## config.mk

```make
export PLATFORM = sky130hd
export DESIGN_NAME = nibble_ram
export DESIGN_NICKNAME = d
export VERILOG_FILES = /design/src/design/sd_crypt_pkg.sv /design/src/design/nibble_ram.sv
export SDC_FILE = /design/constraint.sdc
export NUM_CORES = 2
export LEC_CHECK = 0
export ABC_AREA = 1
export BUFFER_PORTS_ARGS = -buffer_cell sky130_fd_sc_hd__buf_2
export CAP_MARGIN = 20
export CORE_ASPECT_RATIO = 1.75
export CORE_MARGIN = 2
export CORE_UTILIZATION = 44
export DETAILED_ROUTE_END_ITERATION = 16
export PLACE_DENSITY = 0.7
export SLEW_MARGIN = 20
export SYNTH_ARGS = -nofsm -noshare
export SYNTH_HDL_FRONTEND = slang
export SYNTH_SLANG_ARGS = --single-unit
```

## constraint.sdc

```tcl
create_clock -name iclk -period 3.2 [get_ports iclk]
set_clock_uncertainty 0.1 [all_clocks]
set_input_delay 0.32 -clock iclk [delete_from_list [all_inputs] [get_ports iclk]]
set_output_delay 0.32 -clock iclk [all_outputs]
set_load 0.01 [all_outputs]
```

## src/design/sd_crypt_pkg.sv

```systemverilog
// SD crypt package: shared widths, block constants, line bus and driver states
package sd_crypt_pkg;

	//==================================================
	// Widths with a meaning
	//==================================================
	typedef logic [3:0]  nibble_t;   // One sample of DAT[3:0]
	typedef logic [9:0]  ram_addr_t; // Nibble index inside a block
	typedef logic [15:0] crc_t;      // Per-line CRC16 remainder
	typedef logic [15:0] key_t;      // Cipher key and LFSR state

	//==================================================
	// Block format
	//==================================================
	localparam int BLOCK_NIBBLES = 1024; // Data nibbles per block
	localparam int CRC_BITS      = 16;   // CRC nibbles per block

	// CCITT polynomial x^16+x^12+x^5+1, top bit implied
	localparam crc_t CRC_POLY = 16'h1021;

	// LFSR must never start from all zeros
	localparam key_t LFSR_ZERO_SEED = 16'hACE1;

	// Lines as driven by the card side
	typedef struct packed {
		logic    oe;   // Drive enable
		nibble_t data; // Value on DAT[3:0]
	} sd_lines_t;

	// Gray-style encoding, neighbouring states differ in one bit
	typedef enum logic [2:0] {
		IDLE      = 3'b000,
		RECV_DATA = 3'b001,
		CHECK_CRC = 3'b011,
		WAIT_DATA = 3'b010,
		SEND_DATA = 3'b110,
		SEND_CRC  = 3'b100
	} drv_state_t;

endpackage

```

## src/design/nibble_ram.sv

```systemverilog
// Block RAM of 1024 nibbles, synchronous write and registered read
module nibble_ram
	import sd_crypt_pkg::*;
(
	input  logic      iclk,

	input  logic      we,
	input  ram_addr_t waddr,
	input  nibble_t   wdata,

	input  ram_addr_t raddr,
	output nibble_t   rdata // Valid one cycle after raddr
);

	nibble_t mem [BLOCK_NIBBLES];
	nibble_t rdata_q;

	always_ff @(posedge iclk)
	begin
		if (we)
		begin
			mem[waddr] <= wdata;
		end
	end

	// Read-before-write on an address clash
	always_ff @(posedge iclk)
	begin
		rdata_q <= mem[raddr];
	end

	assign rdata = rdata_q;

endmodule

```

==> flow_summary.json <==
{
  "status": "completed",
  "cts_tree": "done",
  "detail-route-antenna-nets": 0,
  "grt_usage_pct": 24.17,
  "dp_cells": 19090,
  "drtPass1Iterations": 12,
  "final_util_pct": 49.06,
  "die_h_um": 824.5,
  "p_per_area_mw_per_mm2": 570.6,
  "cts_made_buffers": 330,
  "rows": 301,
  "max_freq_ghz": 0.3266,
  "routed_wl_mm": 484.6,
  "worstPathArrival_ns": 3.82,
  "drive_gt1_share_pct": 7.679,
  "via_per_inst": 5.800,
  "critPathKind": "in -> reg",
  "die_x_um": 472.8,
  "grt_pass1_wl_mm": 699.0,
  "final_cells": 19700,
  "synth_edf_count": 4096,
  "fillers": 32610,
  "cts_max_level": 5,
  "drc_errors": 0,
  "syn_to_final_growth_pct": 11.14,
  "yosysMostFrequentCell": "nand2_1",
  "worst-slew-pin-transition_ns": 0.9725,
  "yosysTopAreaCell": "edfxtp_1",
  "internal_power_mw": 83.37,
  "syn_inst": 14580,
  "grt_max_degree": 141,
  "synthTopCellsByCount": "nand2_1 (4178), edfxtp_1 (4096), nand3_1 (4086), nor2_1 (1040), buf_2 (481)",
  "syn_area_mm2": 0.1693,
  "io-pin-count": 30,
  "ir_drop_uv": 463.5,
  "async_reset_ff_share_pct": 0,
  "drv_cap": 0,
  "antenna_found_initial": 23,
  "grt-ovfl-total": 0,
  "ys_ff_latch": 4100,
  "final_hold_viol_count": 0,
  "seqPwrFrac_pct": 55.0,
  "root_buffer": "clkbuf_16",
  "nNetsFinal": 14460,
  "min_period_over_period_pct": 95.69,
  "clockBufferDepth": 4,
  "swShare_pct": 22.32,
  "coreArea_mm2": 0.3834,
  "grt_pass1_vias": 112000,
  "yosys_warnings": 0,
  "crit_required_ns": 3.96,
  "hp-class": "in -> reg",
  "dieArea_mm2": 0.3898,
  "port-buffer-count": 29,
  "avgSynthCellArea_um2": 11.61,
  "path_clk_slew_ns": 0.07,
  "ys_seq_area_share_pct": 72.72,
  "grt_setup_unrepaired": "no",
  "p_leak_nw": 64.28,
  "synth_flop_cell": "edfxtp_1",
  "synthTopCellsByArea": "edfxtp_1 (73%), nand3_1 (12%), nand2_1 (9.3%)",
  "finalCriticalPeriod_ns": 3.062,
  "netlist.area_leader.share_pct": 72.67,
  "synth.distinct_cells": 18,
  "synth_nets": 14610,
  "post_cts_buffers": 0,
  "pwr-share-comb_pct": 6.7,
  "slew_viol_final": 0,
  "start_kind": "input pin",
  "endpoint_kind": "flop",
  "cts_sinks": 4100,
  "setup_viol": 0,
  "p_sw_mw": 23.96,
  "dr.first_iter.drc_count": 13900,
  "timing.hold.ws_ns": 0.1313,
  "cp_max_fo": 39,
  "initial_core_util_pct": 44.15,
  "dp_hpwl_mm": 290.3,
  "relSlewSlack_pct": 35.17,
  "num_vias": 114300,
  "finalWeightedCongestion": 0.8790,
  "routedWlPerCell_um": 24.60,
  "clock_power_share_pct": 38.3,
  "clk_latency_ns": 0.92
}
-- layout by cell type, fill, tap and decap left out, types with 2 or more instances in the layout --
master	synthesis	final
nand3_4	0	3
diode_2	0	10
bufinv_16	0	35
buf_2	481	18
clkinv_1	2	66
dfxtp_1	4	4
nand4_1	7	7
inv_1	38	35
buf_8	1	7
clkinv_4	0	8
nand3_1	4086	4082
nor3_1	24	23
clkinv_2	0	66
edfxtp_1	4096	4096
nand2_4	0	22
nand2_1	4178	4156
clkbuf_1	243	44
inv_8	0	2
nor2_1	1040	1038
clkbuf_16	0	340
clkinvlp_4	0	20
dlygate4sd3_1	0	11
inv_6	0	14
buf_4	157	361
inv_16	0	2
nor2_2	0	2
buf_12	1	221
-- final timing paths --
path	startpoint	to	slack, ns	cells past startpoint
worst max-delay path	raddr[0]	rdata[1]	0.14	18
worst min-delay path	we	mem[711][1]	0.13	3
worst max register to register	mem[589][1]	rdata[1]	0.17	13
worst min register to register	mem[1000][3]	rdata[3]	1.29	13
-- what timing repair did --
item / CTS / global route
endpoints found under the setup margin: 0 / 1
endpoints found under the hold margin: 369 / 0
gates resized for setup: 0 / 1
hold buffers: 11 / 0
-- metal layers --
metal	wire length (um)	global-route usage, %	vias to the layer above
met5	70	0	-
li1	-	-	51100
met1	161900	27.29	55590
met2	243000	42.37	6033
met3	42750	3.273	1525
met4	36860	16.50	12
-- worst max-delay path: stages --
cell,delay (ns)
buf_12,0.15
buf_12,0.25
buf_12,0.19
buf_12,0.22
buf_4,0.26
nand2_1,0.07
nand3_1,0.13
nand3_1,0.12
nand3_1,0.14
nand3_1,0.13
nand3_1,0.12
nand3_1,0.16
nand3_1,0.27
nand3_2,0.32
nand2_1,0.15
nand2_1,0.06
dlygate4sd3_1,0.56
nand2_1,0.06
-- cell type report --
cell class	instances	area [um2]	share of cell area, %
clock inverter	207	1972	1.048
multi-input combinational	9335	40420	21.49
clock buffer	385	8687	4.618
timing repair buffer	619	7451	3.961
antenna	10	25.02	0.01330
inverter	44	220.2	0.1171
sequential	4100	123100	65.43
tap	4999	6255	3.325
-- sequential cells by signal (all words and copies together) (netlist names) --
| register | cells |
|---|---|
| rdata | 4 |
| mem | 4096 |
-- logic make-up after synthesis --
| group | count (synthesis) | synth area share [%] |
|---|---|---|
| buf+inv | 1144 | 3.531 |
| flops | 4100 | 72.72 |
| simple gates | 9335 | 23.75 |
-- metrics by stage --
step / total power, mW / area [um2] / setup WS (ns) / setup TNS, ns
final: 107.3 / 188100 / 0.1378 / 0
after detailed placement: 67.30 / 177300 / -0.4231 / -1.547
after floorplan: 63.97 / 169300 / 1.041 / 0
after CTS: 107.4 / 188100 / 0.1066 / 0
after global placement: 67.23 / 177300 / -0.3934 / -1.487
after global routing: 109.8 / 188100 / 0.1363 / 0
-- power by group through the flow --
stage / sequential [mW] / combinational [mW] / clock, mW
floorplan: 60.3 / 3.70 / 0
global placement: 60.3 / 6.96 / 0
CTS: 59.1 / 7.07 / 41.3
global route: 59.0 / 7.62 / 43.1
finish: 59.1 / 7.18 / 41.1
detailed placement: 60.3 / 7.03 / 0
(Power assumes the default switching activity.)
