--- src/design/sd_crypt_pkg.sv ---
// SD crypt package: shared widths, block constants, line bus and driver states
package sd_crypt_pkg;

	//==================================================
	// Widths with a meaning
	//==================================================
	typedef logic [3:0]  nibble_t;   // One sample of DAT[3:0]
	typedef logic [9:0]  ram_addr_t; // Nibble index inside a block
	typedef logic [15:0] crc_t;      // Per-line CRC16 remainder
	typedef logic [15:0] key_t;      // Cipher key and LFSR state

	//==================================================
	// Block format
	//==================================================
	localparam int BLOCK_NIBBLES = 1024; // Data nibbles per block
	localparam int CRC_BITS      = 16;   // CRC nibbles per block

	// CCITT polynomial x^16+x^12+x^5+1, top bit implied
	localparam crc_t CRC_POLY = 16'h1021;

	// LFSR must never start from all zeros
	localparam key_t LFSR_ZERO_SEED = 16'hACE1;

	// Lines as driven by the card side
	typedef struct packed {
		logic    oe;   // Drive enable
		nibble_t data; // Value on DAT[3:0]
	} sd_lines_t;

	// Gray-style encoding, neighbouring states differ in one bit
	typedef enum logic [2:0] {
		IDLE      = 3'b000,
		RECV_DATA = 3'b001,
		CHECK_CRC = 3'b011,
		WAIT_DATA = 3'b010,
		SEND_DATA = 3'b110,
		SEND_CRC  = 3'b100
	} drv_state_t;

endpackage

--- src/design/crc16_line.sv ---
// Serial CRC16 of one SD data line, with unload mode that shifts the remainder out MSB first
module crc16_line
	import sd_crypt_pkg::*;
(
	input  logic iclk,
	input  logic clr,    // Sync clear, also active in idle states
	input  logic din,    // Serial data, first bit first
	input  logic unload, // Shift remainder out instead of dividing
	output logic crc_bit // Remainder MSB
);

	crc_t crc_q;
	logic fb;

	// Feedback of the division
	assign fb = din ^ crc_q[15];

	always_ff @(posedge iclk)
	begin
		if (clr)
		begin
			crc_q <= '0;
		end
		else if (unload)
		begin
			// Plain shift, remainder walks out at the top
			crc_q <= {crc_q[14:0], 1'b0};
		end
		else if (fb)
		begin
			crc_q <= {crc_q[14:0], 1'b0} ^ CRC_POLY;
		end
		else
		begin
			crc_q <= {crc_q[14:0], 1'b0};
		end
	end

	assign crc_bit = crc_q[15];

endmodule

--- src/design/sd_data_lines.sv ---
// SD data line driver: receives a block, checks its CRCs, waits for the cipher and sends it back
module sd_data_lines
	import sd_crypt_pkg::*;
(
	input  logic      iclk,
	input  logic      irst,

	input  nibble_t   sd_in,   // DAT[3:0] from the host
	output sd_lines_t sd_out,  // DAT[3:0] towards the host

	input  logic      arm,     // Accept a start bit in IDLE
	input  logic      send,    // Processed block is ready

	// Receive RAM write port
	output ram_addr_t rx_addr,
	output nibble_t   rx_data,
	output logic      rx_we,

	// Transmit RAM read port, one cycle latency
	output ram_addr_t tx_addr,
	input  nibble_t   tx_data,

	output logic      proc_start, // Starts the cipher
	output logic      crc_fail,
	output logic      idle
);

	drv_state_t  state;
	logic [10:0] counter;
	nibble_t     data_q;       // Line nibble, in and out
	ram_addr_t   rx_addr_q;
	logic        rx_we_q;
	logic        crc_fail_q;
	logic        proc_start_q;

	logic        crc_clr;
	logic        crc_unload;
	nibble_t     crc_din;
	nibble_t     crc_nibble;   // Current CRC bit of each line

	//==================================================
	// Per-line CRC units
	//==================================================
	assign idle       = (state == IDLE) || (state == WAIT_DATA);
	assign crc_clr    = irst || idle;
	assign crc_unload = (state == CHECK_CRC) || (state == SEND_CRC);

	// Outgoing data is fed as it is fetched, incoming as it arrives
	assign crc_din = (state == SEND_DATA) ? tx_data : sd_in;

	for (genvar i = 0; i < 4; i++)
	begin : g_crc
		crc16_line crc_i
		(
			.iclk    (iclk),
			.clr     (crc_clr),
			.din     (crc_din[i]),
			.unload  (crc_unload),
			.crc_bit (crc_nibble[i])
		);
	end

	//==================================================
	// State machine
	//==================================================
	always_ff @(posedge iclk)
	begin
		if (irst)
		begin
			state        <= IDLE;
			counter      <= '0;
			rx_we_q      <= 1'b0;
			crc_fail_q   <= 1'b0;
			proc_start_q <= 1'b0;
		end
		else
		begin
			proc_start_q <= 1'b0;
			rx_we_q      <= (state == RECV_DATA); // Write lags the sample by one cycle

			case (state)
				IDLE:
				begin
					if (arm && sd_in == 4'h0) // Start bit on all lines
					begin
						state      <= RECV_DATA;
						counter    <= '0;
						crc_fail_q <= 1'b0;
					end
				end

				RECV_DATA:
				begin
					counter <= counter + 11'd1;
					if (counter == 11'(BLOCK_NIBBLES - 1))
					begin
						state   <= CHECK_CRC;
						counter <= '0;
					end
				end

				CHECK_CRC: // Remainder against received CRC
				begin
					if (crc_nibble != sd_in)
					begin
						state      <= IDLE;
						crc_fail_q <= 1'b1;
					end
					else if (counter == 11'(CRC_BITS - 1))
					begin
						state        <= WAIT_DATA;
						counter      <= '0;
						proc_start_q <= 1'b1;
					end
					else
					begin
						counter <= counter + 11'd1;
					end
				end

				WAIT_DATA:
				begin
					if (send)
					begin
						state   <= SEND_DATA;
						counter <= '0;
					end
				end

				SEND_DATA:
				begin
					counter <= counter + 11'd1;
					if (counter == 11'(BLOCK_NIBBLES - 1))
					begin
						state   <= SEND_CRC;
						counter <= '0;
					end
				end

				SEND_CRC: // CRC nibbles, then end bit
				begin
					counter <= counter + 11'd1;
					if (counter == 11'(CRC_BITS + 1))
					begin
						state   <= IDLE;
						counter <= '0;
					end
				end

				default:
				begin
					state <= IDLE;
				end
			endcase
		end
	end

	//==================================================
	// Line register and RAM address
	//==================================================
	always_ff @(posedge iclk)
	begin
		rx_addr_q <= counter[9:0];
		case (state)
			WAIT_DATA: data_q <= 4'h0;    // Start bit
			SEND_DATA: data_q <= tx_data;
			SEND_CRC:
			begin
				if (counter < 11'(CRC_BITS))
					data_q <= crc_nibble;
				else
					data_q <= 4'hF;        // End bit
			end
			default:   data_q <= sd_in;
		endcase
	end

	// One address ahead, so the registered read lines up
	assign tx_addr = (state == SEND_DATA) ? counter[9:0] + 10'd1 : '0;

	always_comb
	begin
		sd_out.oe   = (state == SEND_DATA) || (state == SEND_CRC);
		sd_out.data = data_q;
	end

	assign rx_addr    = rx_addr_q;
	assign rx_data    = data_q;
	assign rx_we      = rx_we_q;
	assign proc_start = proc_start_q;
	assign crc_fail   = crc_fail_q;

endmodule

--- config.mk ---
export PLATFORM = sky130hd
export DESIGN_NAME = sd_data_lines
export DESIGN_NICKNAME = d
export VERILOG_FILES = /design/src/design/sd_crypt_pkg.sv /design/src/design/crc16_line.sv /design/src/design/sd_data_lines.sv
export SDC_FILE = /design/constraint.sdc
export NUM_CORES = 1
export LEC_CHECK = 0
export BUFFER_PORTS_ARGS = -buffer_cell sky130_fd_sc_hd__buf_2
export CAP_MARGIN = 20
export CELL_PAD_IN_SITES_DETAIL_PLACEMENT = 0
export CELL_PAD_IN_SITES_GLOBAL_PLACEMENT = 2
export CORE_MARGIN = 1
export CORE_UTILIZATION = 39
export CTS_CLUSTER_DIAMETER = 150
export CTS_CLUSTER_SIZE = 16
export DETAILED_ROUTE_END_ITERATION = 12
export HOLD_SLACK_MARGIN = 0.05
export PLACE_DENSITY_LB_ADDON = 0.1
export SLEW_MARGIN = 20
export SYNTH_ARGS = -nofsm -noshare
export SYNTH_HDL_FRONTEND = slang
export SYNTH_HIERARCHICAL = 1
export SYNTH_SLANG_ARGS = --single-unit
--- constraint.sdc ---
create_clock -name iclk -period 5.1 [get_ports iclk]
set_input_delay 1.53 -clock iclk [delete_from_list [all_inputs] [get_ports iclk]]
set_output_delay 1.53 -clock iclk [all_outputs]
set_load 0.01 [all_outputs]
==> out/metrics.yaml <==
cts-resized-gates: 0
root_buffer: "clkbuf_8"
min_path_type: "reg2reg"
combPwrFrac_pct: 11.0
status: "complete, but fails checks"
post_cts_buffers: 0
grt_max_degree: 55
fin_crit_ns: 3.76
maxCapViolCount: 0
ioPinCount: 45
hold_viol_final: 0
fin_skew_ns: 0.0100
numCtsBuffers: 9
tritoncts: "done"
syn_nets: 379
tns_ns: 0
p_per_area_nw_per_um2: 347
period_share_pct: 73.7
dr.pass1.iters: 8
synth_largest_area_cell: "dfxtp_1"
cts_num_sinks: 95
p_clk_share_pct: 34.3
postSynthCellCount: 362
synth_area_per_cell_um2: 9.92
drt_iter0_drc: 99
end_kind: "output port"
diodes: 0
whs_ns: 0.423
via_per_inst: 4.81
ctsHtreeMaxLevel: 3
fin_area_um2: 4060
clk_pin_slew_ns: 0.09
holdBufCountCts: 0
yosysTopAreaCellShare_pct: 53.0
antenna_found_initial: 0
num_vias: 2483
io_buffers: 44
hpwl_mm: 4.73
switching_power_w: 0.000385
areaGrowthSynthToFinish_pct: 13.2
yosys_warnings: 6
peakVddDrop_uv: 202
violations: "DRC"
post_dp_cell_area_um2: 3860
p_sw_share_pct: 27.3
final_net_count: 420
slew-limit-headroom_pct: 40.2
core_area_um2: 8810
critPathRequiredTime_ns: 3.57
cts.path.max_buffers: 2
row_count: 34
yosysSeqAreaShare_pct: 53.0
floorplan.initialDensity_pct: 40.8
grt_pass1_vias: 2306
drive_above_1_share_pct: 19.9
ant_nets: 0
die_area_um2: 9590
grt_pass1_wl_mm: 11.4
p_leak_nw: 1.68
critPathArrivalTime_ns: 2.23
netlist_area_um2: 3590
final_max_slew_viol_count: 0
fmax_ghz: 0.266
crit_fanout: 8
track_usage_pct: 15.2
ys_types: 44
synth_seq_cells: 95
clk_latency_ns: 0.36
die_w_um: 97.9
rrSetupSlack_ns: 2.55
place_congestion: 0.766
seqPwrFrac_pct: 54.7
drc_errors: 8
tightest_slew_ns: 0.897
die-height_um: 97.9
synthTopCellsByArea: "dfxtp_1 53%, nor2b_1 7.7%, and2b_1 4.2%"
cp-start-kind: "flop"
wl_per_cell_um: 13.2
finalPower_w: 0.00141
grt_setup_unrepaired: "no"
path_class: "reg2out"
wirelength_mm: 6.82
place_inst: 500
p_int_w: 0.00103
grt-ovfl-total: 0
setup_viol: 0
final_cells: 516
==> cell type report <==
type / instances / area, um^2
multi-input cells: 241 / 1550
flip-flops and latches: 95 / 1900
inverters: 9 / 33.8
fillers: 884 / 4740
repair buffers: 47 / 243
clock buffers: 10 / 138
well taps: 108 / 135
clock inverters: 6 / 65.1
==> flip-flops by register name (all words and copies together), names as in the netlist <==
name,cells
state,3
rx_we,1
rx_addr,10
proc_start,1
counter,11
crc_fail,1
g_crc.crc_i/crc_q,64
rx_data,4
==> cells in the mapped netlist, drive strengths merged <==
cell type  number
dfxtp          95
nor2b          44
nor2           30
nand2          24
a21oi          22
and2b          20
buf            15
nand3          13
xnor2          12
o21ai          10
inv             9
mux2            8
mux2i           6
nor3            6
ha              5
a21o            4
nand2b          4
nand4           4
and3            3
nor4            3
o22ai           3
a211o           2
a211oi          2
a31oi           2
clkbuf          2
o211ai          2
or2             2
or3             2
a21bo           1
a2bb2oi         1
a311oi          1
and2            1
and3b           1
nand3b          1
nor4bb          1
xor2            1
==> cells in the final DEF (no fill, tap or decap), drive strengths merged, types with 5 or more instances in the layout <==
master	n
dfxtp	95
buf	47
nor2b	44
nor2	30
nand2	24
a21oi	22
and2b	20
nand3	13
xnor2	12
inv	11
clkbuf	10
o21ai	10
mux2	8
mux2i	6
nor3	6
ha	5
==> path summary, 6_finish.rpt <==
kind	endpoint	from	cells past startpoint
hold / removal	rx_addr[1]$_DFF_P_	counter[1]$_SDFFE_PP0P_	0
hold reg to reg	rx_addr[1]$_DFF_P_	counter[1]$_SDFFE_PP0P_	0
setup reg to reg	counter[4]$_SDFFE_PP0P_	state[1]$_SDFFE_PP0P_	6
setup / recovery	tx_addr[9]	counter[2]$_SDFFE_PP0P_	7
==> worst max-delay path, cell delays in order (launching register included) <==
cell     delay (ns)
dfxtp_1        0.49
and3_1         0.31
nand3_1        0.16
nor2_1         0.32
and3_1         0.25
xnor2_1        0.12
nor2_1         0.05
buf_2          0.16
==> power groups by stage <==
stage          logic [W]  clock network [W]  registers, W
2_1_floorplan   0.000123                  0      0.000782
3_3_place_gp    0.000157                  0      0.000789
3_5_place_dp    0.000157                  0      0.000788
4_1_cts         0.000158           0.000507      0.000771
5_1_grt         0.000176           0.000537      0.000773
6_report        0.000155           0.000484      0.000771
==> stage by stage <==
step           setup WS [ns]  util, %
6_report                1.34     46.1
5_1_grt                 1.14     46.1
4_1_cts                 1.29     46.1
3_5_place_dp            1.61     43.8
3_3_place_gp            1.68     43.8
2_1_floorplan           2.08        -
==> cells by family (layout without fill, tap and decap cells) <==
group           after synthesis  in the layout  share of synthesized area [%]
mux                          14             14                           4.18
fa+ha+maj                     5              5                           1.74
flops                        95             95                           53.0
simple gates                159            159                           25.3
buf+inv                      26             72                           3.94
xor+xnor                     13             13                           3.17
compound gates               50             50                           8.71
==> routing by layer <==
metal	wire (um)	part of all wire, %	up-vias	track usage, %
li1	-	-	1282	-
met1	3190	47	1147	19.5
met2	3280	48	48	24.5
met3	285	4.2	6	4.37
met4	72	1.1	0	4.55
met5	0	0	-	0
No activity file was read; power rests on OpenSTA's default activity.
