**src/design/sd_crypt_pkg.sv**
```systemverilog
// SD crypt package: shared widths, block constants, line bus and driver states
package sd_crypt_pkg;

	//==================================================
	// Widths with a meaning
	//==================================================
	typedef logic [3:0]  nibble_t;   // One sample of DAT[3:0]
	typedef logic [9:0]  ram_addr_t; // Nibble index inside a block
	typedef logic [15:0] crc_t;      // Per-line CRC16 remainder
	typedef logic [15:0] key_t;      // Cipher key and LFSR state

	//==================================================
	// Block format
	//==================================================
	localparam int BLOCK_NIBBLES = 1024; // Data nibbles per block
	localparam int CRC_BITS      = 16;   // CRC nibbles per block

	// CCITT polynomial x^16+x^12+x^5+1, top bit implied
	localparam crc_t CRC_POLY = 16'h1021;

	// LFSR must never start from all zeros
	localparam key_t LFSR_ZERO_SEED = 16'hACE1;

	// Lines as driven by the card side
	typedef struct packed {
		logic    oe;   // Drive enable
		nibble_t data; // Value on DAT[3:0]
	} sd_lines_t;

	// Gray-style encoding, neighbouring states differ in one bit
	typedef enum logic [2:0] {
		IDLE      = 3'b000,
		RECV_DATA = 3'b001,
		CHECK_CRC = 3'b011,
		WAIT_DATA = 3'b010,
		SEND_DATA = 3'b110,
		SEND_CRC  = 3'b100
	} drv_state_t;

endpackage

```
**src/design/nibble_cipher.sv**
```systemverilog
// Nibble cipher: XORs the received block with an LFSR keystream into the transmit RAM
module nibble_cipher
	import sd_crypt_pkg::*;
(
	input  logic      iclk,
	input  logic      irst,

	input  logic      start, // Block is in the receive RAM
	input  key_t      key,

	// Receive RAM read port
	output ram_addr_t rd_addr,
	input  nibble_t   rd_data,

	// Transmit RAM write port
	output ram_addr_t wr_addr,
	output nibble_t   wr_data,
	output logic      wr_en,

	output logic      done // One cycle after the last write
);

	logic      busy;
	ram_addr_t rd_cnt;
	ram_addr_t wr_addr_q;
	logic      wr_en_q;
	logic      done_q;
	key_t      lfsr;
	logic      lfsr_fb;

	// Taps 16, 14, 13, 11
	assign lfsr_fb = lfsr[15] ^ lfsr[13] ^ lfsr[12] ^ lfsr[10];

	always_ff @(posedge iclk)
	begin
		if (irst)
		begin
			busy    <= 1'b0;
			rd_cnt  <= '0;
			wr_en_q <= 1'b0;
			done_q  <= 1'b0;
		end
		else
		begin
			wr_en_q <= busy; // Data returns one cycle after the read
			done_q  <= wr_en_q && (wr_addr_q == ram_addr_t'(BLOCK_NIBBLES - 1));

			if (start)
			begin
				busy   <= 1'b1;
				rd_cnt <= '0;
			end
			else if (busy)
			begin
				rd_cnt <= rd_cnt + 10'd1;
				if (rd_cnt == ram_addr_t'(BLOCK_NIBBLES - 1))
					busy <= 1'b0;
			end
		end
	end

	always_ff @(posedge iclk)
	begin
		wr_addr_q <= rd_cnt;
		if (start)
			lfsr <= (key == '0) ? LFSR_ZERO_SEED : key;
		else if (wr_en_q)
			lfsr <= {lfsr[14:0], lfsr_fb}; // Next keystream nibble
	end

	assign rd_addr = rd_cnt;
	assign wr_addr = wr_addr_q;
	assign wr_data = rd_data ^ lfsr[3:0];
	assign wr_en   = wr_en_q;
	assign done    = done_q;

endmodule

```
**config.mk**
```make
export PLATFORM = sky130hd
export DESIGN_NAME = nibble_cipher
export DESIGN_NICKNAME = d
export VERILOG_FILES = /design/src/design/sd_crypt_pkg.sv /design/src/design/nibble_cipher.sv
export SDC_FILE = /design/constraint.sdc
export NUM_CORES = 1
export LEC_CHECK = 0
export BUFFER_PORTS_ARGS = -buffer_cell sky130_fd_sc_hd__buf_2
export CELL_PAD_IN_SITES_DETAIL_PLACEMENT = 0
export CELL_PAD_IN_SITES_GLOBAL_PLACEMENT = 1
export CORE_UTILIZATION = 30
export DETAILED_ROUTE_END_ITERATION = 10
export PLACE_DENSITY = 0.65
export SLEW_MARGIN = 20
export SYNTH_ARGS = -nofsm -noshare
export SYNTH_HDL_FRONTEND = slang
export SYNTH_SLANG_ARGS = --single-unit
```
**constraint.sdc**
```tcl
create_clock -name iclk -period 3 [get_ports iclk]
set_clock_uncertainty 0.1 [all_clocks]
set_input_delay 0.6 -clock iclk [delete_from_list [all_inputs] [get_ports iclk]]
set_output_delay 0.6 -clock iclk [all_outputs]
set_load 0.005 [all_outputs]
```
==> flow_summary.html, run 1 <==
<table>
<tr><th>Metric</th><th>Value</th></tr>
<tr><th colspan="2">STA</th></tr>
<tr><td>Setup repair after global routing missed its margin</td><td>no</td></tr>
<tr><td>Final TNS setup</td><td>0 ns</td></tr>
<tr><td>Share of the clock period used by the worst path</td><td>56.7%</td></tr>
<tr><td>Final setup viols</td><td>0</td></tr>
<tr><td>Final critical delay including setup and external delays</td><td>1.70 ns</td></tr>
<tr><td>Endpoints failing hold</td><td>0</td></tr>
<tr><td>Pins Over Slew Limit</td><td>0</td></tr>
<tr><td>Transition time at the pin with the least slew margin</td><td>0.387 ns</td></tr>
<tr><td>Worst slack on hold paths</td><td>0.313 ns</td></tr>
<tr><td>F_max</td><td>0.588 GHz</td></tr>
<tr><td>Relative max-transition margin</td><td>74.2%</td></tr>
<tr><th colspan="2">Clock network</th></tr>
<tr><td>Postcts setup bufs</td><td>0</td></tr>
<tr><td>Cell at the root of the clock tree</td><td>sky130_fd_sc_hd__clkbuf_8</td></tr>
<tr><td>Clock transition at the registers of the reported paths</td><td>0.07 ns</td></tr>
<tr><td>Hold-fix buffers at CTS</td><td>0</td></tr>
<tr><td>Clock Tree Buf Depth</td><td>2</td></tr>
<tr><td>TritonCTS sink count</td><td>39</td></tr>
<tr><td>TritonCTS clock tree</td><td>done</td></tr>
<tr><td>H-tree level count</td><td>2</td></tr>
<tr><td>Total of cells resized after clock tree synthesis</td><td>0</td></tr>
<tr><td>Total clock buffers created by CTS</td><td>5</td></tr>
<tr><td>Clock latency of the later-clocked register in the worst-skew pair</td><td>0.29 ns</td></tr>
<tr><th colspan="2">Power</th></tr>
<tr><td>PwrDens</td><td>544 nW/um2</td></tr>
<tr><td>Clock network power share</td><td>32.7%</td></tr>
<tr><td>Reg power frac</td><td>58.4%</td></tr>
<tr><td>Worst VDD drop</td><td>294 uV</td></tr>
<tr><td>Net switching power of the design</td><td>0.232 mW</td></tr>
<tr><td>Internal Pwr Total</td><td>0.797 mW</td></tr>
<tr><td>Share of power burned in combinational logic</td><td>8.9%</td></tr>
<tr><td>Net switching fraction of the power</td><td>22.5%</td></tr>
<tr><td>Static Leak</td><td>0.779 nW</td></tr>
<tr><th colspan="2">Finish</th></tr>
<tr><td>Filler cell count in the final layout</td><td>476</td></tr>
<tr><td>Share of post-route cells with drive strength above 1</td><td>39.6%</td></tr>
<tr><td>Area delta synth-&gt;final</td><td>25.6%</td></tr>
<tr><td>Total number of nets in the final design</td><td>192</td></tr>
<tr><td>Diode count</td><td>0</td></tr>
<tr><td>Final cell area excluding filler cells</td><td>1890 um2</td></tr>
<tr><th colspan="2">Drt</th></tr>
<tr><td>Met1 wire length</td><td>1470 um</td></tr>
<tr><td>Detail-routed net length per standard cell</td><td>14.0 um</td></tr>
<tr><td>Uppermost layer routed</td><td>met4</td></tr>
<tr><td>Detailed router's first-iteration violation count</td><td>69</td></tr>
<tr><td>Count of unresolved DRC violations after routing</td><td>0</td></tr>
<tr><td>Via/cell ratio</td><td>4.82</td></tr>
<tr><td>Remaining antenna violation count after routing</td><td>0</td></tr>
<tr><td>DR vias</td><td>1138</td></tr>
<tr><td>Met3 wire len</td><td>225 um</td></tr>
<tr><td>Wire length on met2</td><td>1560 um</td></tr>
<tr><td>Final Routed Wirelength</td><td>3290 um</td></tr>
<tr><td>Number of iterations in the first detailed-routing pass</td><td>4</td></tr>
<tr><th colspan="2">Floorplanning</th></tr>
<tr><td>Initial Util</td><td>31.5%</td></tr>
<tr><td>Die Height</td><td>72.9 um</td></tr>
<tr><td>Placeable core region</td><td>4790 um2</td></tr>
<tr><td>Die area</td><td>5310 um2</td></tr>
<tr><td>Floorplan row count</td><td>25</td></tr>
<tr><td>Die X-Extent</td><td>72.9 um</td></tr>
<tr><td>Top Ports</td><td>49</td></tr>
<tr><th colspan="2">Placement</th></tr>
<tr><td>Routability-driven placement congestion ratio</td><td>0.712</td></tr>
<tr><td>Sum of net half-perimeters after detailed placement</td><td>2460 um</td></tr>
<tr><td>Placed instance area</td><td>1810 um2</td></tr>
<tr><td># port buffers</td><td>48</td></tr>
<tr><th colspan="2">Run status</th></tr>
<tr><td>Status</td><td>finished, final reports clean</td></tr>
<tr><th colspan="2">Synthesis</th></tr>
<tr><td>Post-Synthesis Cell Area</td><td>1510 um2</td></tr>
<tr><td>Number of flops mapped to enable cells by yosys</td><td>16</td></tr>
<tr><td>Number of warnings reported in the yosys synthesis log</td><td>0</td></tr>
<tr><td>Portion of the post-synthesis area used by sequential elements</td><td>62.5%</td></tr>
<tr><td>Syn Nets</td><td>141</td></tr>
<tr><td>Number of distinct library cells after synthesis</td><td>31</td></tr>
<tr><td>Ys async rst share</td><td>0%</td></tr>
<tr><td>Avg Synthesized Cell Area</td><td>12.9 um2</td></tr>
<tr><td>Gate count after technology mapping</td><td>117</td></tr>
<tr><td>Most frequently used flop master after synthesis</td><td>sky130_fd_sc_hd__dfxtp_1</td></tr>
<tr><td>Number of synthesized register bits</td><td>39</td></tr>
<tr><th colspan="2">Worst setup path</th></tr>
<tr><td>Critical Path Start</td><td>lfsr[2]$_DFFE_PP_</td></tr>
<tr><td>Startpoint of the worst register-to-register path</td><td>rd_addr[0]$_SDFFE_PP0P_</td></tr>
<tr><td>CP Max Fanout</td><td>2</td></tr>
<tr><td>Critical Path Sink Type</td><td>output port</td></tr>
<tr><td>Startpoint-to-endpoint class of the critical path</td><td>reg2out</td></tr>
<tr><td>Data required time at the worst endpoint</td><td>2.30 ns</td></tr>
<tr><td>Worst endpoint data arrival time</td><td>1.00 ns</td></tr>
<tr><td>Setup crit start kind</td><td>register</td></tr>
<tr><th colspan="2">Worst hold path</th></tr>
<tr><td>Start point of the worst min-delay path</td><td>rd_addr[6]$_SDFFE_PP0P_</td></tr>
<tr><td>Worst hold path class</td><td>reg2reg</td></tr>
<tr><th colspan="2">GRT</th></tr>
<tr><td>Number of global-route vias before repair</td><td>1130</td></tr>
<tr><td>Congestion Overflow GR</td><td>0</td></tr>
<tr><td>Global-route wire length before repair</td><td>5310 um</td></tr>
<tr><td>Pin count of the biggest net entering global routing</td><td>19</td></tr>
<tr><td>GRT Overall Usage</td><td>13.4%</td></tr>
<tr><td>Antenna violations before repair</td><td>0</td></tr>
<tr><th colspan="2">Flow run</th></tr>
<tr><td>Max-capacitance violation count</td><td>0</td></tr>
</table>
## final cells by class
cell class | count | area (um2) | share of cell area (%)
sequential | 39 | 941 | 49.7
inverter | 2 | 7.51 | 0.397
clock buffer | 7 | 76.3 | 4.03
multi-input combinational | 72 | 538 | 28.4
clock inverter | 1 | 5.00 | 0.265
tap | 67 | 83.8 | 4.43
timing repair buffer | 48 | 240 | 12.7
## path summary, 6_finish.rpt
| kind | endpoint | cells past startpoint | slack [ns] |
|---|---|---|---|
| setup reg to reg | rd_addr[8]$_SDFFE_PP0P_ | 4 | 1.34 |
| setup / recovery | wr_data[2] | 2 | 1.30 |
| hold reg to reg | wr_addr[6]$_DFF_P_ | 0 | 0.31 |
| hold / removal | wr_addr[6]$_DFF_P_ | 0 | 0.31 |
## metal layers
layer / global-route usage [%] / vias up
li1: - / 545
met1: 16.5 / 549
met2: 21.7 / 39
met3: 4.28 / 5
met4: 5.88 / 0
met5: 0 / -
## synthesized netlist by cell type, types with 3 or more instances
| library cell | count | area, um2 |
|---|---|---|
| sky130_fd_sc_hd__mux2_2 | 8 | 90.1 |
| sky130_fd_sc_hd__o22a_1 | 7 | 61.3 |
| sky130_fd_sc_hd__xor2_1 | 9 | 78.8 |
| sky130_fd_sc_hd__nand3_1 | 3 | 15.0 |
| sky130_fd_sc_hd__nor2_1 | 5 | 18.8 |
| sky130_fd_sc_hd__edfxtp_1 | 16 | 480 |
| sky130_fd_sc_hd__nand2_1 | 3 | 11.3 |
| sky130_fd_sc_hd__o31ai_1 | 3 | 22.5 |
| sky130_fd_sc_hd__nand4_1 | 3 | 18.8 |
| sky130_fd_sc_hd__o21ai_0 | 4 | 20.0 |
| sky130_fd_sc_hd__dfxtp_1 | 23 | 460 |
| sky130_fd_sc_hd__a21oi_1 | 5 | 25.0 |
| sky130_fd_sc_hd__nor4_1 | 4 | 25.0 |
## worst max-delay path, stage by stage (launching register included)
cell                       delay [ns]
sky130_fd_sc_hd__edfxtp_1        0.41
sky130_fd_sc_hd__xor2_1          0.18
sky130_fd_sc_hd__buf_2           0.12
## stage by stage
stage	worst slack [ns]	utilization, %	std cells	power [mW]
detailed placement	1.03	37.8	228	0.705
global placement	1.12	37.8	228	0.702
global route	1.19	39.5	236	1.07
finish	1.30	39.5	236	1.03
floorplan	1.17	-	117	0.663
CTS	1.28	39.5	236	1.04
## kinds of logic after synthesis
group | Yosys count | share of synthesized area, %
AND/OR/NAND/NOR | 30 | 12.0
buffers and inverters | 6 | 1.83
adder cells (fa/ha/maj) | 1 | 0.830
multiplexers | 9 | 6.64
AO/OA/AOI/OAI | 21 | 9.80
XOR/XNOR | 11 | 6.40
flip-flops | 39 | 62.5
## layout by cell type, fill, tap and decap left out
cell type / netlist / final
sky130_fd_sc_hd__a21oi_1: 5 / 5
sky130_fd_sc_hd__a2bb2oi_1: 1 / 1
sky130_fd_sc_hd__a41o_1: 1 / 1
sky130_fd_sc_hd__buf_2: 1 / 48
sky130_fd_sc_hd__clkbuf_1: 1 / 2
sky130_fd_sc_hd__clkbuf_8: 0 / 5
sky130_fd_sc_hd__clkinv_2: 0 / 1
sky130_fd_sc_hd__dfxtp_1: 23 / 23
sky130_fd_sc_hd__edfxtp_1: 16 / 16
sky130_fd_sc_hd__ha_1: 1 / 1
sky130_fd_sc_hd__inv_1: 2 / 2
sky130_fd_sc_hd__mux2_2: 8 / 8
sky130_fd_sc_hd__mux2i_1: 1 / 1
sky130_fd_sc_hd__nand2_1: 3 / 3
sky130_fd_sc_hd__nand3_1: 3 / 3
sky130_fd_sc_hd__nand4_1: 3 / 3
sky130_fd_sc_hd__nand4_2: 2 / 2
sky130_fd_sc_hd__nand4b_1: 1 / 1
sky130_fd_sc_hd__nor2_1: 5 / 5
sky130_fd_sc_hd__nor2b_1: 1 / 1
sky130_fd_sc_hd__nor3_1: 1 / 1
sky130_fd_sc_hd__nor4_1: 4 / 4
sky130_fd_sc_hd__o21ai_0: 4 / 4
sky130_fd_sc_hd__o22a_1: 7 / 7
sky130_fd_sc_hd__o31ai_1: 3 / 3
sky130_fd_sc_hd__or2_2: 2 / 2
sky130_fd_sc_hd__or3_1: 2 / 2
sky130_fd_sc_hd__or3_2: 1 / 1
sky130_fd_sc_hd__or4_1: 2 / 2
sky130_fd_sc_hd__xnor2_1: 2 / 2
sky130_fd_sc_hd__xor2_1: 9 / 9
## flip-flops by register name (all words and copies together) (netlist names)
name,count
lfsr,16
rd_addr,10
wr_addr,10
busy,1
done,1
wr_en,1
## power by group through the flow
stage / sequential, mW / clock [mW] / combinational (mW)
final: 0.600 / 0.337 / 0.0918
after floorplan: 0.606 / 0 / 0.0571
after detailed placement: 0.613 / 0 / 0.0927
after CTS: 0.600 / 0.347 / 0.0934
after global routing: 0.603 / 0.369 / 0.102
after global placement: 0.611 / 0 / 0.0906
Power figures use the tool's default switching activity.
==> run 2: changes to the inputs <==
--- a/config.mk
+++ b/config.mk
@@ -5,12 +5,13 @@
 export SDC_FILE = /design/constraint.sdc
 export NUM_CORES = 1
 export LEC_CHECK = 0
+export ABC_AREA = 1
 export BUFFER_PORTS_ARGS = -buffer_cell sky130_fd_sc_hd__buf_2
 export CELL_PAD_IN_SITES_DETAIL_PLACEMENT = 0
 export CELL_PAD_IN_SITES_GLOBAL_PLACEMENT = 1
 export CORE_UTILIZATION = 30
 export DETAILED_ROUTE_END_ITERATION = 10
-export PLACE_DENSITY = 0.65
+export PLACE_DENSITY = 0.67
 export SLEW_MARGIN = 20
 export SYNTH_ARGS = -nofsm -noshare
 export SYNTH_HDL_FRONTEND = slang
==> constraint.sdc (replaced) <==
create_clock -name iclk -period 1.7 [get_ports iclk]
set_clock_uncertainty 0.1 [all_clocks]
set_input_delay 0.34 -clock iclk [delete_from_list [all_inputs] [get_ports iclk]]
set_output_delay 0.34 -clock iclk [all_outputs]
set_load 0.005 [all_outputs]
==> run 2 against run 1 <==
  * Critical path depth did not move
  * First-iteration DRC count unchanged
  * Power increased by 79%
  * Combinational power increased by 88%
  * Area after synthesis rose by 7.6%
  * Clock power is 81% higher
  * Register-to-register slack worse by 0.99 ns
==> flow_summary.html, run 2 <==
<table>
<tr><th>Metric</th><th>Value</th></tr>
<tr><th colspan="2">Finish</th></tr>
<tr><td>Non-filler instance count after layout</td><td>303</td></tr>
<tr><td>Total number of nets in the final design</td><td>256</td></tr>
<tr><td>Diode count</td><td>0</td></tr>
<tr><td>Register with the highest flop count</td><td>lfsr</td></tr>
<tr><td>Leading cell types in the layout, fill and taps excluded</td><td>48 x sky130_fd_sc_hd__buf_2, 43 x sky130_fd_sc_hd__nand2_1, 30 x sky130_fd_sc_hd__nor2_1</td></tr>
<tr><td>Post-layout utilization of the core</td><td>39.5%</td></tr>
<tr><td>Share of post-route cells with drive strength above 1</td><td>28.8%</td></tr>
<tr><td>Number of flip-flops under the largest register name</td><td>16</td></tr>
<tr><td>Most frequent standard cell in the layout excluding fill and tap cells</td><td>sky130_fd_sc_hd__buf_2</td></tr>
<tr><td>Final cell area excluding filler cells</td><td>2030 um2</td></tr>
<tr><td>Area delta synth-&gt;final</td><td>25.3%</td></tr>
<tr><th colspan="2">Floorplanning</th></tr>
<tr><td>Placeable core region</td><td>5140 um2</td></tr>
<tr><td>Die area</td><td>5700 um2</td></tr>
<tr><td>Die Height</td><td>75.5 um</td></tr>
<tr><td>Initial Util</td><td>31.5%</td></tr>
<tr><td>Floorplan row count</td><td>26</td></tr>
<tr><td>Top Ports</td><td>49</td></tr>
<tr><td>Die X-Extent</td><td>75.5 um</td></tr>
<tr><th colspan="2">Placement</th></tr>
<tr><td>Post-placement worst setup slack</td><td>0.237 ns</td></tr>
<tr><td>Sum of net half-perimeters after detailed placement</td><td>2600 um</td></tr>
<tr><td># port buffers</td><td>48</td></tr>
<tr><td>Placed instance area</td><td>1940 um2</td></tr>
<tr><td>Number of placed cells counting well taps</td><td>295</td></tr>
<tr><td>Routability-driven placement congestion ratio</td><td>0.687</td></tr>
<tr><th colspan="2">Clock network</th></tr>
<tr><td>TritonCTS sink count</td><td>39</td></tr>
<tr><td>Clock transition at the registers of the reported paths</td><td>0.08 ns</td></tr>
<tr><td>Hold-fix buffers at CTS</td><td>0</td></tr>
<tr><td>Clock Tree Buf Depth</td><td>2</td></tr>
<tr><td>Clock latency of the later-clocked register in the worst-skew pair</td><td>0.29 ns</td></tr>
<tr><td>H-tree level count</td><td>2</td></tr>
<tr><td>Total clock buffers created by CTS</td><td>5</td></tr>
<tr><td>Cell at the root of the clock tree</td><td>sky130_fd_sc_hd__clkbuf_8</td></tr>
<tr><td>Postcts setup bufs</td><td>0</td></tr>
<tr><td>Total of cells resized after clock tree synthesis</td><td>0</td></tr>
<tr><td>TritonCTS clock tree</td><td>done</td></tr>
<tr><th colspan="2">Power</th></tr>
<tr><td>Static Leak</td><td>0.939 nW</td></tr>
<tr><td>Overall power after layout</td><td>1.84 mW</td></tr>
<tr><td>Worst VDD drop</td><td>410 uV</td></tr>
<tr><td>PwrDens</td><td>906 nW/um2</td></tr>
<tr><th colspan="2">Worst setup path</th></tr>
<tr><td>Worst endpoint data arrival time</td><td>1.03 ns</td></tr>
<tr><td>Biggest cell delay along the critical path</td><td>0.43 ns</td></tr>
<tr><td>Setup crit start kind</td><td>register</td></tr>
<tr><td>Startpoint-to-endpoint class of the critical path</td><td>reg2out</td></tr>
<tr><td>CP Max Fanout</td><td>2</td></tr>
<tr><td>Highest-delay cell along the critical path</td><td>sky130_fd_sc_hd__edfxtp_1</td></tr>
<tr><td>Critical Path Sink Type</td><td>output port</td></tr>
<tr><td>Data required time at the worst endpoint</td><td>1.26 ns</td></tr>
<tr><td>List of cells traversed by the critical path</td><td>xor2_1, buf_2</td></tr>
<tr><th colspan="2">Synthesis</th></tr>
<tr><td>Most frequently used flop master after synthesis</td><td>sky130_fd_sc_hd__dfxtp_1</td></tr>
<tr><td>Gate count after technology mapping</td><td>178</td></tr>
<tr><td>Number of distinct library cells after synthesis</td><td>25</td></tr>
<tr><td>Largest cells by area after synthesis</td><td>sky130_fd_sc_hd__edfxtp_1 30%, sky130_fd_sc_hd__dfxtp_1 28%, sky130_fd_sc_hd__nand2_1 10%</td></tr>
<tr><td>Top cell type by total area after synthesis</td><td>sky130_fd_sc_hd__edfxtp_1</td></tr>
<tr><td>Syn Nets</td><td>202</td></tr>
<tr><td>Ys async rst share</td><td>0%</td></tr>
<tr><td>Post-Synthesis Cell Area</td><td>1620 um2</td></tr>
<tr><td>Library cell with the highest instance count after synthesis</td><td>sky130_fd_sc_hd__nand2_1</td></tr>
<tr><td>Number of synthesized register bits</td><td>39</td></tr>
<tr><td>Portion of the post-synthesis area used by sequential elements</td><td>58.1%</td></tr>
<tr><td>Avg Synthesized Cell Area</td><td>9.10 um2</td></tr>
<tr><td>Number of warnings reported in the yosys synthesis log</td><td>0</td></tr>
<tr><td>Top cells by instance count after synthesis</td><td>43 x sky130_fd_sc_hd__nand2_1, 30 x sky130_fd_sc_hd__nor2_1, 23 x sky130_fd_sc_hd__dfxtp_1</td></tr>
<tr><td>Share of the synthesized area in the top cell type</td><td>29.7%</td></tr>
<tr><td>Number of flops mapped to enable cells by yosys</td><td>16</td></tr>
<tr><th colspan="2">GRT</th></tr>
<tr><td>Antenna violations before repair</td><td>0</td></tr>
<tr><td>GRT Overall Usage</td><td>12.9%</td></tr>
<tr><td>Pin count of the biggest net entering global routing</td><td>19</td></tr>
<tr><td>Number of global-route vias before repair</td><td>1117</td></tr>
<tr><td>Congestion Overflow GR</td><td>0</td></tr>
<tr><td>Global-route wire length before repair</td><td>5310 um</td></tr>
<tr><th colspan="2">Drt</th></tr>
<tr><td>Remaining antenna violation count after routing</td><td>0</td></tr>
<tr><td>Final Routed Wirelength</td><td>3400 um</td></tr>
<tr><td>DR vias</td><td>1281</td></tr>
<tr><td>Detailed router's first-iteration violation count</td><td>69</td></tr>
<tr><td>Via/cell ratio</td><td>4.23</td></tr>
<tr><td>Detail-routed net length per standard cell</td><td>11.2 um</td></tr>
<tr><td>Count of unresolved DRC violations after routing</td><td>0</td></tr>
<tr><td>Number of iterations in the first detailed-routing pass</td><td>4</td></tr>
<tr><th colspan="2">Worst hold path</th></tr>
<tr><td>Worst hold path class</td><td>in2reg</td></tr>
<tr><th colspan="2">STA</th></tr>
<tr><td>Transition time at the pin with the least slew margin</td><td>0.384 ns</td></tr>
<tr><td>Final setup viols</td><td>0</td></tr>
<tr><td>Pins Over Slew Limit</td><td>0</td></tr>
<tr><td>Endpoints failing hold</td><td>0</td></tr>
<tr><td>Share of the clock period used by the worst path</td><td>86.3%</td></tr>
<tr><td>F_max</td><td>0.682 GHz</td></tr>
<tr><td>Relative max-transition margin</td><td>74.4%</td></tr>
<tr><td>Final critical delay including setup and external delays</td><td>1.47 ns</td></tr>
<tr><td>Final TNS setup</td><td>0 ns</td></tr>
<tr><td>Setup repair after global routing missed its margin</td><td>no</td></tr>
<tr><td>Final worst-path setup slack</td><td>0.234 ns</td></tr>
<tr><td>Worst slack on hold paths</td><td>0.237 ns</td></tr>
<tr><th colspan="2">Flow run</th></tr>
<tr><td>Max-capacitance violation count</td><td>0</td></tr>
<tr><th colspan="2">Run status</th></tr>
<tr><td>Status</td><td>finished, final reports clean</td></tr>
</table>
[run 2: cell types whose count changed after synthesis, sizes merged, moves of 3 or more]
cell   delta
or3       -3
o22a      -7
nor2     +28
inv      +12
mux2      -8
xor2      -4
a21oi    +10
nor3      +4
o31ai     -3
nor4      -4
nand2    +41
[run 2: worst max-delay path, delay by kind of cell, from the launching register on]
family | cells | cell delay [ns]
xor+xnor | 1 | 0.18
flops | 1 | 0.43
buf+inv | 1 | 0.12
[run 2: cell families (layout without fill, tap and decap cells)]
family,count (synthesis),count (layout),share of synthesized area [%]
AO/OA/AOI/OAI,22,22,7.10
AND/OR/NAND/NOR,93,93,26.3
adder cells (fa/ha/maj),1,1,0.772
buffers and inverters,17,72,4.48
XOR/XNOR,6,6,3.24
flip-flops,39,39,58.1
[run 2: final timing paths]
kind                            slack (ns)                      end  cells past startpoint               startpoint
worst max-delay path                  0.23               wr_data[3]                      2        lfsr[3]$_DFFE_PP_
worst min-delay path                  0.24         wr_en$_SDFF_PP0_                      2                     irst
worst max register to register        0.35  rd_addr[8]$_SDFFE_PP0P_                      6  rd_addr[1]$_SDFFE_PP0P_
worst min register to register        0.28       wr_addr[8]$_DFF_P_                      0  rd_addr[8]$_SDFFE_PP0P_
[run 2: power by group]
part	total [mW]	internal [mW]	leakage (nW)	switching, mW
clock	0.611	0.287	0.0488	0.324
sequential	1.06	1.03	0.345	0.0258
combinational	0.173	0.0756	0.545	0.0972
total	1.84	1.39	0.939	0.446
[run 2: area by class of cell]
class | instances | area, um2
fill | 546 | 3110
sequential | 39 | 941
multi-input combinational | 122 | 607
timing repair buffer | 50 | 255
tap | 70 | 87.6
clock buffer | 5 | 68.8
inverter | 14 | 52.6
clock inverter | 3 | 17.5
[run 2: metal layers]
metal / part of all wire, % / wire [um] / track usage [%]
met1: 51 / 1720 / 18.6
met2: 43 / 1450 / 17.5
met3: 4.6 / 157 / 4.10
met4: 1.9 / 63 / 6.17
met5: 0 / 0 / 0
